===== src/include/cpuBus_macros.svh =====
`ifndef CPU_BUS_MACROS_SVH
`define CPU_BUS_MACROS_SVH

// Word and address width of the instruction set
`define CPU_WORD_W 16

// One byte lane on the memory bus
`define CPU_BYTE_W 8

// Number of byte lanes in a word
`define CPU_LANES (`CPU_WORD_W / `CPU_BYTE_W)

// Instruction register contents after reset
`define CPU_RESET_INSTR {`CPU_WORD_W{1'b0}}

// Inactive level of the active-low memory strobes
`define CPU_STROBE_IDLE 1'b1

`endif

===== src/logic/cpuBusPkg.sv =====
`include "cpuBus_macros.svh"

package cpuBusPkg;

	// Fetch owns bit 2 alone, so the fetch read strobe decodes from one flop
	typedef enum logic [2:0] {
		phStopped = 3'b000,
		phFetch   = 3'b100,
		phDecode  = 3'b001,
		phExecute = 3'b011,
		phCommit  = 3'b010
	} phaseE;

	typedef enum logic [1:0] {
		seqNone  = 2'b00,
		seqRead  = 2'b01,
		seqWrite = 2'b10
	} busSeqE;

	typedef enum logic [1:0] {
		addrPc        = 2'b00,
		addrAluResult = 2'b01,
		addrAluB      = 2'b10,
		addrHere      = 2'b11
	} addrSelE;

	typedef enum logic {
		dataRegA      = 1'b0,
		dataAluResult = 1'b1
	} dataSelE;

	typedef struct packed {
		busSeqE  seq;
		addrSelE addrSel;
		dataSelE dataSel;
		logic    isByte;   // Single lane access
	} busCmdS;

	typedef struct packed {
		logic [`CPU_WORD_W-1:0] pc;
		logic [`CPU_WORD_W-1:0] aluResult;
		logic [`CPU_WORD_W-1:0] aluB;
		logic [`CPU_WORD_W-1:0] here;
		logic [`CPU_WORD_W-1:0] regA;
	} datapathS;

	typedef struct packed {
		logic stop;
		logic stepReq;
	} debugCtlS;

	typedef struct packed {
		logic [`CPU_WORD_W-1:0] addr;
		logic [`CPU_WORD_W-1:0] dout;
		logic                   rdN;
		logic                   wrN0;      // Low lane write strobe
		logic                   wrN1;      // High lane write strobe
		logic                   highByte;
	} memBusS;

endpackage


===== src/logic/cpuBusTop.sv =====
`include "cpuBus_macros.svh"

module cpuBusTop (
	input  logic                   clk,
	input  logic                   arstN,
	input  logic                   halt,
	input  cpuBusPkg::debugCtlS    debug,
	input  logic [`CPU_WORD_W-1:0] din,
	input  cpuBusPkg::busCmdS      cmd,
	input  cpuBusPkg::datapathS    datapath,
	output cpuBusPkg::memBusS      mem,
	output logic [`CPU_WORD_W-1:0] instruction,
	output cpuBusPkg::phaseE       phase,
	output logic                   pcEn,
	output logic                   stopped,
	output logic                   debugActive,
	output logic                   stepAck
);

	// Phase is the only control shared by the two blocks
	instructionPhaseDecoder phaseDecoder_i (
		.clk         (clk),
		.arstN       (arstN),
		.halt        (halt),
		.debug       (debug),
		.din         (din),
		.phase       (phase),
		.instruction (instruction),
		.pcEn        (pcEn),
		.stopped     (stopped),
		.debugActive (debugActive),
		.stepAck     (stepAck)
	);

	busController busController_i (
		.clk      (clk),
		.arstN    (arstN),
		.phase    (phase),
		.cmd      (cmd),
		.datapath (datapath),
		.mem      (mem)
	);

endmodule


===== src/logic/busController.sv =====
`include "cpuBus_macros.svh"

module busController (
	input  logic                clk,
	input  logic                arstN,
	input  cpuBusPkg::phaseE    phase,
	input  cpuBusPkg::busCmdS   cmd,
	input  cpuBusPkg::datapathS datapath,
	output cpuBusPkg::memBusS   mem
);

	logic                   busPhase;    // Execute or commit
	cpuBusPkg::addrSelE     addrSel;
	logic [`CPU_WORD_W-1:0] addr;
	logic [`CPU_WORD_W-1:0] srcWord;
	logic                   byteAccess;
	logic                   oddByte;
	logic                   lane0;
	logic                   lane1;
	logic                   isRead;
	logic                   isWrite;
	logic                   rdCommitN;
	logic                   wrN0Q;
	logic                   wrN1Q;

	assign busPhase = (phase == cpuBusPkg::phExecute) || (phase == cpuBusPkg::phCommit);

	// Outside the data phases the bus points at the program counter
	assign addrSel = busPhase ? cmd.addrSel : cpuBusPkg::addrPc;

	always_comb begin
		case (addrSel)
			cpuBusPkg::addrPc:        addr = datapath.pc;
			cpuBusPkg::addrAluResult: addr = datapath.aluResult;
			cpuBusPkg::addrAluB:      addr = datapath.aluB;
			default:                  addr = datapath.here;
		endcase
	end

	assign srcWord = (cmd.dataSel == cpuBusPkg::dataAluResult) ? datapath.aluResult :
		datapath.regA;

	assign byteAccess = busPhase && cmd.isByte;
	assign oddByte    = byteAccess && addr[0];

	// Lane enables, both lanes for a word
	assign lane0 = !cmd.isByte || !addr[0];
	assign lane1 = !cmd.isByte || addr[0];

	assign isRead  = (cmd.seq == cpuBusPkg::seqRead);
	assign isWrite = (cmd.seq == cpuBusPkg::seqWrite);

	// Sampled at the end of execute so the strobes span commit exactly
	always_ff @(posedge clk or negedge arstN) begin
		if (!arstN) begin
			rdCommitN <= `CPU_STROBE_IDLE;
			wrN0Q     <= `CPU_STROBE_IDLE;
			wrN1Q     <= `CPU_STROBE_IDLE;
		end else if (phase == cpuBusPkg::phExecute) begin
			rdCommitN <= !isRead;
			wrN0Q     <= !(isWrite && lane0);
			wrN1Q     <= !(isWrite && lane1);
		end else begin
			rdCommitN <= `CPU_STROBE_IDLE;
			wrN0Q     <= `CPU_STROBE_IDLE;
			wrN1Q     <= `CPU_STROBE_IDLE;
		end
	end

	always_comb begin
		mem.addr = addr;
		if (oddByte) begin
			// Low byte of the source moves up to the high lane
			mem.dout = {srcWord[`CPU_BYTE_W-1:0], {`CPU_BYTE_W{1'b0}}};
		end else begin
			mem.dout = srcWord;
		end
		// Fetch read comes straight off the dedicated fetch phase bit
		mem.rdN      = rdCommitN && (phase != cpuBusPkg::phFetch);
		mem.wrN0     = wrN0Q;
		mem.wrN1     = wrN1Q;
		mem.highByte = oddByte;
	end

endmodule


===== src/logic/instructionPhaseDecoder.sv =====
`include "cpuBus_macros.svh"

module instructionPhaseDecoder (
	input  logic                   clk,
	input  logic                   arstN,
	input  logic                   halt,
	input  cpuBusPkg::debugCtlS    debug,
	input  logic [`CPU_WORD_W-1:0] din,
	output cpuBusPkg::phaseE       phase,
	output logic [`CPU_WORD_W-1:0] instruction,
	output logic                   pcEn,
	output logic                   stopped,
	output logic                   debugActive,
	output logic                   stepAck
);

	cpuBusPkg::phaseE phaseNext;
	logic             debugNext;
	logic             stepPending;   // One instruction granted to the debugger
	logic             stepStart;
	logic             stepDone;

	// A step only launches from a clean debug stop with the handshake idle
	assign stepStart = (phase == cpuBusPkg::phStopped) && debugActive && debug.stop &&
		!halt && debug.stepReq && !stepAck && !stepPending;

	assign stepDone = stepPending && (phase == cpuBusPkg::phCommit);

	always_comb begin
		phaseNext = phase;
		debugNext = debugActive;
		case (phase)
			cpuBusPkg::phFetch: begin
				phaseNext = cpuBusPkg::phDecode;
			end
			cpuBusPkg::phDecode: begin
				phaseNext = cpuBusPkg::phExecute;
			end
			cpuBusPkg::phExecute: begin
				phaseNext = cpuBusPkg::phCommit;
			end
			default: begin   // Stopped or end of commit
				if (halt) begin
					phaseNext = cpuBusPkg::phStopped;
					debugNext = 1'b0;
				end else if (debug.stop) begin
					phaseNext = stepStart ? cpuBusPkg::phFetch : cpuBusPkg::phStopped;
					debugNext = 1'b1;
				end else begin
					phaseNext = cpuBusPkg::phFetch;
					debugNext = 1'b0;
				end
			end
		endcase
	end

	always_ff @(posedge clk or negedge arstN) begin
		if (!arstN) begin
			phase       <= cpuBusPkg::phStopped;
			debugActive <= 1'b0;
		end else begin
			phase       <= phaseNext;
			debugActive <= debugNext;
		end
	end

	// Pending flag covers the fetch through commit of the granted step
	always_ff @(posedge clk or negedge arstN) begin
		if (!arstN) begin
			stepPending <= 1'b0;
		end else if (stepStart) begin
			stepPending <= 1'b1;
		end else if (stepDone) begin
			stepPending <= 1'b0;
		end
	end

	// Four-phase ack, rises on re-entry to stopped, drops after req falls
	always_ff @(posedge clk or negedge arstN) begin
		if (!arstN) begin
			stepAck <= 1'b0;
		end else if (stepDone) begin
			stepAck <= 1'b1;
		end else if (!debug.stepReq) begin
			stepAck <= 1'b0;
		end
	end

	// Instruction word is on din for the whole fetch cycle
	always_ff @(posedge clk or negedge arstN) begin
		if (!arstN) begin
			instruction <= `CPU_RESET_INSTR;
		end else if (phase == cpuBusPkg::phFetch) begin
			instruction <= din;
		end
	end

	assign pcEn    = (phase == cpuBusPkg::phCommit);
	assign stopped = (phase == cpuBusPkg::phStopped);

endmodule


===== config.mk =====
export PLATFORM = sky130hd
export DESIGN_NAME = cpuBusTop
export DESIGN_NICKNAME = d
export VERILOG_FILES = /design/src/logic/cpuBusPkg.sv /design/src/logic/cpuBusTop.sv /design/src/logic/busController.sv /design/src/logic/instructionPhaseDecoder.sv
export VERILOG_INCLUDE_DIRS = /design/src /design/src/include
export SDC_FILE = /design/constraint.sdc
export NUM_CORES = 1
export LEC_CHECK = 0
export BUFFER_PORTS_ARGS = -buffer_cell sky130_fd_sc_hd__buf_2
export CORE_ASPECT_RATIO = 0.9
export CORE_MARGIN = 3
export CORE_UTILIZATION = 39
export DETAILED_ROUTE_END_ITERATION = 10
export GPL_TIMING_DRIVEN = 0
export PLACE_DENSITY = 0.8
export SETUP_SLACK_MARGIN = 0.02
export SYNTH_ARGS = -nofsm -noshare
export SYNTH_HDL_FRONTEND = slang
export SYNTH_SLANG_ARGS = --single-unit

===== constraint.sdc =====
create_clock -name clk -period 2.71 [get_ports clk]
set_clock_uncertainty 0.2 [all_clocks]
set_input_delay 0.542 -clock clk [delete_from_list [all_inputs] [get_ports clk]]
set_output_delay 0.542 -clock clk [all_outputs]
set_load 0.02 [all_outputs]

### Word-level counts from Yosys, hierarchy flattened

Cells that the tools add are included.
W data, S select, Z words.

* register bits: 25
* input port bits: 107
* output and inout port bits: 59
* logic and storage cells: 62

* equality and inequality tests: 10
* muxes and demuxes: 17
* reductions and logical operators: 27

Operator list (count)
* $pmux W16 S3: 1
* $mux W16: 2
* $logic_and A1 B1 Y1: 12
* $mux W1: 9
* $mux W3: 3
* $pmux W3 S3: 1
* $logic_not A1 Y1: 8
* $eq A3 B2 Y1 const B: 2
* $eq A2 B1 Y1 const B: 2
* $eq A2 B2 Y1 const B: 2
* $eq A3 B1 Y1 const B: 1
* $eq A3 B3 Y1 const B: 1
* $logic_not A3 Y1: 1
* $logic_or A1 B1 Y1: 3
* $ne A3 B3 Y1 const B: 1
* $reduce_or A3 Y1: 1
* $logic_not A2 Y1: 1
* $mux W2: 1
* $ne A2 B1 Y1 const B: 1
* $reduce_bool A2 Y1: 1

### Depth between registers and ports, before layout

Gate-level depths: netlist (run 1).

* depth after elaboration: 11
* depth in mapped cells: 7
* depth with buffers taken out: 4

### Cells and area by module

A second synthesis (run 1) with hierarchy kept.

* cell total of the unflattened synthesis: 181
* area total of the unflattened synthesis: 1990.7 um^2

By module, submodules not included
* busController: instances 1, cells an instance 126, area each 1132.3 um^2
* instructionPhaseDecoder: instances 1, cells an instance 55, area each 858.3 um^2

### Least setup slack after synthesis (run 1)

Ideal clock, no wire load.

* path kind: input to output
* start: input port cmd[2] (netlist name)
* end: output port mem[15] (netlist name)
* arrival: 1.843 ns
* data required time: 1.968 ns
* slack: 0.125 ns
* cell stages on the path: 5
* buffers on the path: 2
* path through: mux4_2 -> and3_4 -> buf_6 -> buf_2 -> mux4_2

RTL lines
* from (decl): line cpuBusTop.sv:9 `input cpuBusPkg::busCmdS cmd,`
* to (decl): line cpuBusTop.sv:11 `output cpuBusPkg::memBusS mem,`

==> qor_table.md, run 1 <==
| Group | Quantity | Value |
|:---|:---|:---|
| outcome | Status | completed |
| clocking | Clock-pin slew of the registers on the worst-case setup and hold paths | 0.09 ns |
| layout | Fraction of layout cells with a size suffix above 1 | 64.13% |
| worst setup path | CP Cell Sequence | buf_2, mux4_2, and3_4, mux4_2, buf_6 |
| worst setup path | Data required time at the worst endpoint | 1.97 ns |
| clocking | Cell at the root of the clock tree | clkbuf_8 |
| grt | Overall Global Routing Usage | 24.60% |
| clocking | Clock tree from TritonCTS | yes |
| grt | Grt total ovfl | 0 |
| sta | Worst rel slew slack | 51.47% |
| worst setup path | Biggest fanout along the worst timing path | 8 |
| layout | Most frequent cells in the layout | buf_2 (161), mux2_2 (31), dfrtp_1 (20) |
| power and ir drop | Part of the total power dissipated in sequential elements | 28.0% |
| placement | Routability congestion estimate from global placement | 0.8396 |
| clocking | Number of hold-repair buffers added at the cts stage | 0 |
| drt | Wirelength per Cell | 17.51 um |
| die | Top-Level Pins | 166 |
| worst setup path | Crit path DAT | 1.95 ns |
| logic synthesis | Sequential cell area fraction in the yosys report | 31.72% |
| layout | Layout overhead on the synthesized area | 53.28% |
| power and ir drop | Cell leakage power | 1.503 nW |
| grt | Maximum number of pins on one net before global-route repair | 26 |
| layout | Leading cell type in the layout, fill and taps excluded | buf_2 |
| worst setup path | Setup CP Type | input pin to primary output |
| drt | Count of antenna-violating nets left after detailed routing | 0 |
| logic synthesis | Count of different cell masters after synthesis | 33 |
| sta | Setup tns final | 0 ns |
| power and ir drop | Clock share of power | 10.1% |
| logic synthesis | Number of nets produced by synthesis | 303 |
| sta | Minimum clock period | 2.693 ns |
| power and ir drop | Internal power contribution | 0.001209 W |
| power and ir drop | Sw frac | 44.84% |
| worst setup path | WP buf/inv | 2 |
| placement | Port Buffer Count | 164 |
| grt | Initial antenna violation count | 0 |
| logic synthesis | Area share of the leading cell type in the synthesized netlist | 27.74% |
| clocking | Total clock sinks | 25 |
| clocking | Clock insertion delay at the later pin of the skew report | 0.27 ns |
| worst setup path | Startpoint Class | input pin |
| power and ir drop | Logic pwr share | 61.9% |
| drt | Wire length after detailed routing | 7529 um |
| drt | Post-route DRC violation count | 0 |
| clocking | Total clock buffers created by CTS | 3 |
| logic synthesis | Number of warnings reported in the yosys synthesis log | 0 |
| clocking | Number of buffers on the longest clock path | 2 |
| logic synthesis | Mean instance size in the synthesized netlist | 10.12 um^2 |
| sta | Fin. Hold Viols | 0 |
| die | Floorplan die area | 0.005981 mm^2 |
| die | Placeable core region | 0.004662 mm^2 |
| logic synthesis | Synthesized flop and latch total | 25 |
| placement | Pre-CTS worst setup slack | -0.1445 ns |
| power and ir drop | Worst-case vdd ir drop | 428.5 uV |
| drt | Via density | 5.379 |
| die | Vert. Die Dim | 73.67 um |
| drt | DR pass1 iterations | 4 |
| drt | Iteration-0 DRC Markers | 106 |
| layout | Number of nets in the layout | 476 |
| die | Initial core utilization | 42.57% |
| hold path | Tightest Hold Check Type | input pin to async pin |
| sta | Transition time of the tightest slew-check pin | 0.7279 ns |
| logic synthesis | Synth area leader | dfrtp_1 |
| layout | Antenna diodes | 0 |
| placement | Final HPWL from detailed placement | 6095 um |
| flow run | Number of violations of the max-capacitance limit | 0 |
| power and ir drop | Pwr/cell area | 720.3 mW/mm^2 |
| worst setup path | Nature of the critical path endpoint | primary output |
| worst setup path | Biggest cell delay along the critical path | 0.46 ns |
| sta | Worst hold slack | 0.05087 ns |
| layout | Fin util | 65.24% |
| worst setup path | Cell with the most instances on the worst path | mux4_2 |
| worst setup path | Standard cell with the maximum stage delay on the critical path | mux4_2 |
| die | Total number of placement rows | 23 |
| die | Die boundary width | 81.19 um |
| sta | Count of endpoints failing setup in the final report | 0 |
| grt | Vias in the first global route | 2256 |
| drt | Total vias in the final route | 2313 |
| sta | Fmax | 0.3713 GHz |
| sta | Count of final max-slew check failures | 0 |
| sta | Final clock period utilization by the worst path | 99.38% |
| power and ir drop | Net switching power | 0.0009823 W |
| logic synthesis | Number of instances in the synthesized netlist | 196 |
| sta | Worst Slack Setup Final | 0.01681 ns |
| worst setup path | Critical path's top delay family | multiplexers |
| logic synthesis | Ranking of synthesized cells by area | dfrtp_1 (28%), mux2_2 (18%), mux4_2 (10%) |
| sta | Setup repair after global routing missed its margin | yes |
| logic synthesis | Post-Syn Area | 0.001984 mm^2 |
| grt | First-pass GRT wire length | 11410 um |
| clocking | CTS HTree Levels | 1 |
path summary, 6_finish.rpt:
check                                                       to  slack (ns)                          start  cells after the start
worst min register to register   phaseDecoder_i.instruction[0]        0.31  phaseDecoder_i.instruction[0]                      1
max in group asynchronous              phaseDecoder_i.phase[2]        1.87                          arstN                      1
worst min-delay path            phaseDecoder_i.instruction[12]        0.05                          arstN                      1
min in group clk                       phaseDecoder_i.phase[2]        0.22                           halt                      2
worst max-delay path                                   mem[19]        0.02                   datapath[16]                      5
worst max register to register   phaseDecoder_i.instruction[5]        0.74        phaseDecoder_i.phase[1]                      4
metrics by stage:
| step | std cells | instance area (um^2) | total power [W] |
|---|---|---|---|
| after floorplan | 196 | 1984 | 0.001438 |
| after global placement | 422 | 2883 | 0.001883 |
| after detailed placement | 422 | 2883 | 0.001918 |
| after CTS | 428 | 2983 | 0.002185 |
| after global routing | 430 | 3042 | 0.002342 |
| final | 430 | 3042 | 0.002191 |
flip-flops by register name (all words and copies together), names as in the netlist:
signal	cells
busController_i.wrN1Q	1
phaseDecoder_i.phase	3
phaseDecoder_i.instruction	16
busController_i.wrN0Q	1
phaseDecoder_i.stepPending	1
phaseDecoder_i.stepAck	1
busController_i.rdCommitN	1
phaseDecoder_i.debugActive	1
cell families (layout without fill, tap and decap cells):
family	count (synthesis)	count (layout)	synth area share [%]
AND/OR/NAND/NOR	41	41	12.11
XOR/XNOR	1	1	0.4414
buffers and inverters	24	196	5.738
AO/OA/AOI/OAI	57	57	18.16
multiplexers	48	48	31.84
flip-flops	25	25	31.72
final cells by class:
cell class | count | area, um^2
Tap cell | 62 | 77.57
Inverter | 2 | 7.507
Clock buffer | 3 | 41.29
Clock inverter | 1 | 7.507
Fill cell | 437 | 1620
Sequential cell | 25 | 631.9
Timing Repair Buffer | 171 | 924.6
Buffer | 19 | 107.6
Multi-Input combinational cell | 147 | 1244
power groups by stage:
stage / sequential (W) / clock [W] / combinational (W)
2_1_floorplan: 0.000805 / 0 / 0.000633
3_3_place_gp: 0.000619 / 0 / 0.00126
3_5_place_dp: 0.000633 / 0 / 0.00129
4_1_cts: 0.000616 / 0.000230 / 0.00134
5_1_grt: 0.000639 / 0.000250 / 0.00145
6_report: 0.000614 / 0.000221 / 0.00136
synthesized netlist by cell type:
cell type,n
nor3b_1,1
dfstp_2,3
nor2b_1,19
nor2_1,10
a21o_1,1
and2_1,1
o21bai_1,1
nor3_1,1
o21ai_0,19
mux4_2,9
and3_4,1
buf_6,1
a22oi_1,15
or3_1,1
a31oi_1,15
nand4b_1,2
o221ai_1,1
nand2b_1,2
buf_1,2
dfrtp_1,22
inv_1,2
nand2_1,2
o31ai_1,1
a22o_1,1
xnor2_1,1
a2bb2oi_1,1
nor4bb_1,1
buf_4,3
buf_2,4
a21oi_1,2
mux2_2,31
mux2i_1,8
clkbuf_1,12
routing by layer:
| metal | global-route usage (%) | routed length (um) |
|---|---|---|
| met1 | 33.49 | 3123 |
| met2 | 42.21 | 3790 |
| met3 | 3.676 | 523 |
| met4 | 3.940 | 91 |
| met5 | 0 | 0 |
what timing repair did:
action                     4_1_cts  5_1_grt
gates cloned                     0        1
setup endpoints to repair       31       17
pin swaps                        1        1
resized for setup               15       19
buffers inserted                 5        1
No activity file was read; power rests on OpenSTA's default activity.
==> run 2, diff against run 1 <==
- ABC_AREA: default -> 1
- CORE_UTILIZATION: 39 -> 38
- PLACE_DENSITY: 0.8 -> 0.79
==> run 2 against run 1 <==
The flow now finishes with violations (setup timing). Critical path depth up 4. Count of clock-buffer cells in the layout unchanged. Combinational power up 21%. Setup slack worse by 0.037 ns. Sequential share of layout area down 1.8 points. Final cell count up 21%. Wire length up 5.6%. Sequential power about the same. Non-clock buffer count up 2. Critical endpoint is now mem[24]. Utilization up 6.5 points. Flip-flop and latch count unchanged.
==> qor_table.md, run 2 <==
| Group | Quantity | Value | Delta |
|:---|:---|:---|:---|
| layout | Registers with the highest flip-flop counts | phaseDecoder_i.instruction x16, phaseDecoder_i.phase x3 | unchanged |
| logic synthesis | EDFF count, synth | 0 | unchanged |
| grt | Vias in the first global route | 2284 | was 2256 |
| layout | Top register by number of flip-flops | phaseDecoder_i.instruction | unchanged |
| hold path | Tightest Hold Check Type | input pin to async pin | unchanged |
| drt | Wirelength per Cell | 15.26 um | was 17.51 um |
| clocking | Clock tree from TritonCTS | yes | unchanged |
| die | Placeable core region | 0.004633 mm^2 | was 0.004662 mm^2 |
| worst setup path | Endpoint of the worst-slack reg-to-reg timing path | phaseDecoder_i.instruction[3] | was phaseDecoder_i.instruction[5] |
| clocking | Number of hold-repair buffers added at the cts stage | 0 | unchanged |
| outcome | Failing checks | setup timing |  |
| worst setup path | Setup CP Type | register to primary output | was input pin to primary output |
| die | Floorplan die area | 0.005909 mm^2 | was 0.005981 mm^2 |
| sta | Fmax | 0.3662 GHz | was 0.3713 GHz |
| worst setup path | Startpoint Class | register | was input pin |
| layout | Number of flip-flops under the largest register name | 16 | unchanged |
| layout | Antenna diodes | 0 | unchanged |
| layout | Count of placed standard cells in the final layout, fillers left out | 521 | was 430 |
| logic synthesis | Leading cell types by count after synthesis | nand2_1 (143), nand4_1 (25), inv_1 (23) | was mux2_2 (31), dfrtp_1 (22), nor2b_1 (19), o21ai_0 (19) |
| worst setup path | Critical register-to-register path startpoint | phaseDecoder_i.phase[2] | was phaseDecoder_i.phase[1] |
| clocking | Total clock sinks | 25 | unchanged |
| placement | Cell count after placement | 501 | was 422 |
| sta | Transition time of the tightest slew-check pin | 0.5298 ns | was 0.7279 ns |
| worst setup path | Data required time at the worst endpoint | 1.97 ns | about the same |
| layout | Most frequent cells in the layout | buf_2 (137), nand2_1 (120), nand4_1 (25), buf_6 (25), buf_4 (23) | was buf_2 (161), mux2_2 (31), dfrtp_1 (20) |
| sta | Count of endpoints failing setup in the final report | 4 | was 0 |
| clocking | Total clock buffers created by CTS | 3 | unchanged |
| layout | Filler instances | 354 | was 437 |
| die | Die boundary width | 80.70 um | was 81.19 um |
| layout | Layout overhead on the synthesized area | 74.10% | was 53.28% |
| layout | Number of nets in the layout | 567 | was 476 |
| logic synthesis | Post-Syn Area | 0.001908 mm^2 | was 0.001984 mm^2 |
| logic synthesis | Number of nets produced by synthesis | 382 | was 303 |
| layout | Fin util | 71.70% | was 65.24% |
| worst setup path | Setup slack of the worst register-to-register path | 0.72 ns | was 0.74 ns |
| grt | Grt total ovfl | 0 | unchanged |
| layout | Leading cell type in the layout, fill and taps excluded | buf_2 | unchanged |
| die | Initial core utilization | 41.18% | was 42.57% |
| power and ir drop | Cell leakage power | 1.858 nW | was 1.503 nW |
| clocking | CTS HTree Levels | 1 | unchanged |
| logic synthesis | Most common cell in the netlist | nand2_1 | was mux2_2 |
| die | Total number of placement rows | 23 | unchanged |
| sta | Minimum clock period | 2.731 ns | was 2.693 ns |
| grt | Maximum number of pins on one net before global-route repair | 26 | unchanged |
| power and ir drop | Worst-case vdd ir drop | 496.5 uV | was 428.5 uV |
| logic synthesis | Synthesized flop and latch total | 25 | unchanged |
| logic synthesis | Share of synthesized flip-flops with an asynchronous set or reset | 100.0% | unchanged |
| sta | Final clock period utilization by the worst path | 100.8% | was 99.38% |
| sta | Count of final max-slew check failures | 0 | unchanged |
| grt | First-pass GRT wire length | 10700 um | was 11410 um |
| drt | Via density | 4.942 | was 5.379 |
| clocking | Number of buffers on the longest clock path | 2 | unchanged |
| logic synthesis | Sequential cell area fraction in the yosys report | 32.98% | was 31.72% |
| drt | Total vias in the final route | 2575 | was 2313 |
| placement | Pre-CTS worst setup slack | 0.04544 ns | was -0.1445 ns |
| worst setup path | Nature of the critical path endpoint | primary output | unchanged |
| sta | Worst Slack Setup Final | -0.02054 ns | was 0.01681 ns |
| logic synthesis | Ranking of synthesized cells by area | dfrtp_1 (29%), nand2_1 (28%), mux2_2 (9.4%) | was dfrtp_1 (28%), mux2_2 (18%), mux4_2 (10%) |
| worst setup path | Crit path DAT | 1.99 ns | was 1.95 ns |
| sta | Worst rel slew slack | 64.68% | was 51.47% |
| placement | Port Buffer Count | 164 | unchanged |
| logic synthesis | Predominant post-synthesis flop cell | dfrtp_1 | unchanged |
| flow run | Number of violations of the max-capacitance limit | 0 | unchanged |
| placement | Final HPWL from detailed placement | 5713 um | was 6095 um |
| logic synthesis | Mean instance size in the synthesized netlist | 6.938 um^2 | was 10.12 um^2 |
| clocking | Clock-pin slew of the registers on the worst-case setup and hold paths | 0.08 ns | was 0.09 ns |
| worst setup path | Count of cells along the worst register-to-register path | 7 | was 4 |
| placement | Routability congestion estimate from global placement | 0.8753 | was 0.8396 |
| clocking | Clock insertion delay at the later pin of the skew report | 0.27 ns | about the same |
| worst setup path | Source of the critical timing path | phaseDecoder_i.phase[2] | was datapath[16] |
| outcome | Status | complete, but fails checks | was completed |
| grt | Initial antenna violation count | 0 | unchanged |
| sta | Setup repair after global routing missed its margin | yes | unchanged |
| layout | Fraction of layout cells with a size suffix above 1 | 56.86% | was 64.13% |
| logic synthesis | Count of different cell masters after synthesis | 27 | was 33 |
| sta | Setup tns final | -0.05636 ns | was 0 ns |
| drt | Iteration-0 DRC Markers | 120 | was 106 |
| drt | DR pass1 iterations | 4 | unchanged |
| sta | Worst hold slack | 0.04303 ns | was 0.05087 ns |
| grt | Overall Global Routing Usage | 23.11% | was 24.60% |
| die | Top-Level Pins | 166 | unchanged |
| power and ir drop | Pwr/cell area | 744.6 mW/mm^2 | was 720.3 mW/mm^2 |
| drt | Wire length after detailed routing | 7953 um | was 7529 um |
| drt | Post-route DRC violation count | 0 | unchanged |
| clocking | Cell at the root of the clock tree | clkbuf_8 | unchanged |
| logic synthesis | Number of instances in the synthesized netlist | 275 | was 196 |
| sta | Fin. Hold Viols | 0 | unchanged |
| drt | Count of antenna-violating nets left after detailed routing | 0 | unchanged |
| logic synthesis | Synth area leader | dfrtp_1 | unchanged |
| die | Vert. Die Dim | 73.23 um | was 73.67 um |
| worst setup path | Biggest fanout along the worst timing path | 5 | was 8 |
| logic synthesis | Area share of the leading cell type in the synthesized netlist | 28.85% | was 27.74% |
| logic synthesis | Number of warnings reported in the yosys synthesis log | 0 | unchanged |
[run 2: cell types whose count changed in the layout (fill, tap and decap cells not counted), moves of 13 or more]
cell,change
buf_6,+15
mux2_2,-15
a22oi_1,-15
buf_2,-24
o21ai_0,-15
nor2b_1,-19
a31oi_1,-15
inv_1,+15
nand4_1,+25
nand2_2,+15
buf_4,+13
nand2_1,+118
[run 2: worst max-delay path by stage]
stage          endpoint  slack, ns  cells past startpoint
2_1_floorplan   mem[17]       0.36                      5
3_3_place_gp     mem[0]       0.07                      9
3_5_place_dp     mem[0]       0.05                      9
4_1_cts         mem[27]      -0.04                      9
5_1_grt         mem[30]      -0.15                      9
6_report        mem[24]      -0.02                      9
[run 2: worst max-delay path, cell delays in order (launching register included)]
cell,delay [ns]
dfrtp_1,0.43
nor2_2,0.13
nand2_2,0.11
nand2_8,0.11
clkinvlp_4,0.16
nor3_4,0.27
buf_4,0.20
nand2_1,0.06
nand4_1,0.08
buf_2,0.17
[run 2: per-stage QoR]
stage	area (um^2)	total power, W
after floorplan	1908	0.001455
after global placement	2806	0.001909
after detailed placement	2806	0.001938
after CTS	2939	0.002217
after global routing	3322	0.002645
final	3322	0.002474
[run 2: logic make-up (layout without fill, tap and decap cells)]
group	count (synthesis)	count (layout)	synth area share (%)
and+or+nand+nor	189	189	46.56
muxes	16	16	9.442
buffers and inverters	38	222	8.852
AOI/OAI and AO/OA	7	7	2.164
DFF	25	25	32.98
[run 2: cell type report]
type	count	area [um^2]	area share (%)
Buffer	12	90.09	2.712
Timing Repair Buffer	180	1122	33.79
Multi-Input combinational cell	212	1252	37.70
Clock buffer	3	41.29	1.243
Tap cell	62	77.57	2.335
Sequential cell	25	631.9	19.02
Inverter	26	101.3	3.051
Clock inverter	1	5.005	0.1507
[run 2: repair_timing]
item / 4_1_cts / 5_1_grt
pin swaps: 4 / 7
gates resized for setup: 5 / 103
gates cloned: 0 / 1
setup endpoints to repair: 21 / 33
setup buffers: 9 / 6
[run 2: power by group]
group          switching [W]  internal (W)  total (W)
registers          0.0000930      0.000523   0.000616
clock network       0.000115      0.000103   0.000218
logic               0.000986      0.000654    0.00164
total                0.00119       0.00128    0.00247
[run 2: layer usage]
layer	vias to the layer above	share of wire (%)	global-route usage, %
met5	-	0	0
met4	0	3.0	3.940
met3	26	6.8	4.074
met2	130	50	38.42
met1	1174	40	31.95
li1	1245	-	-
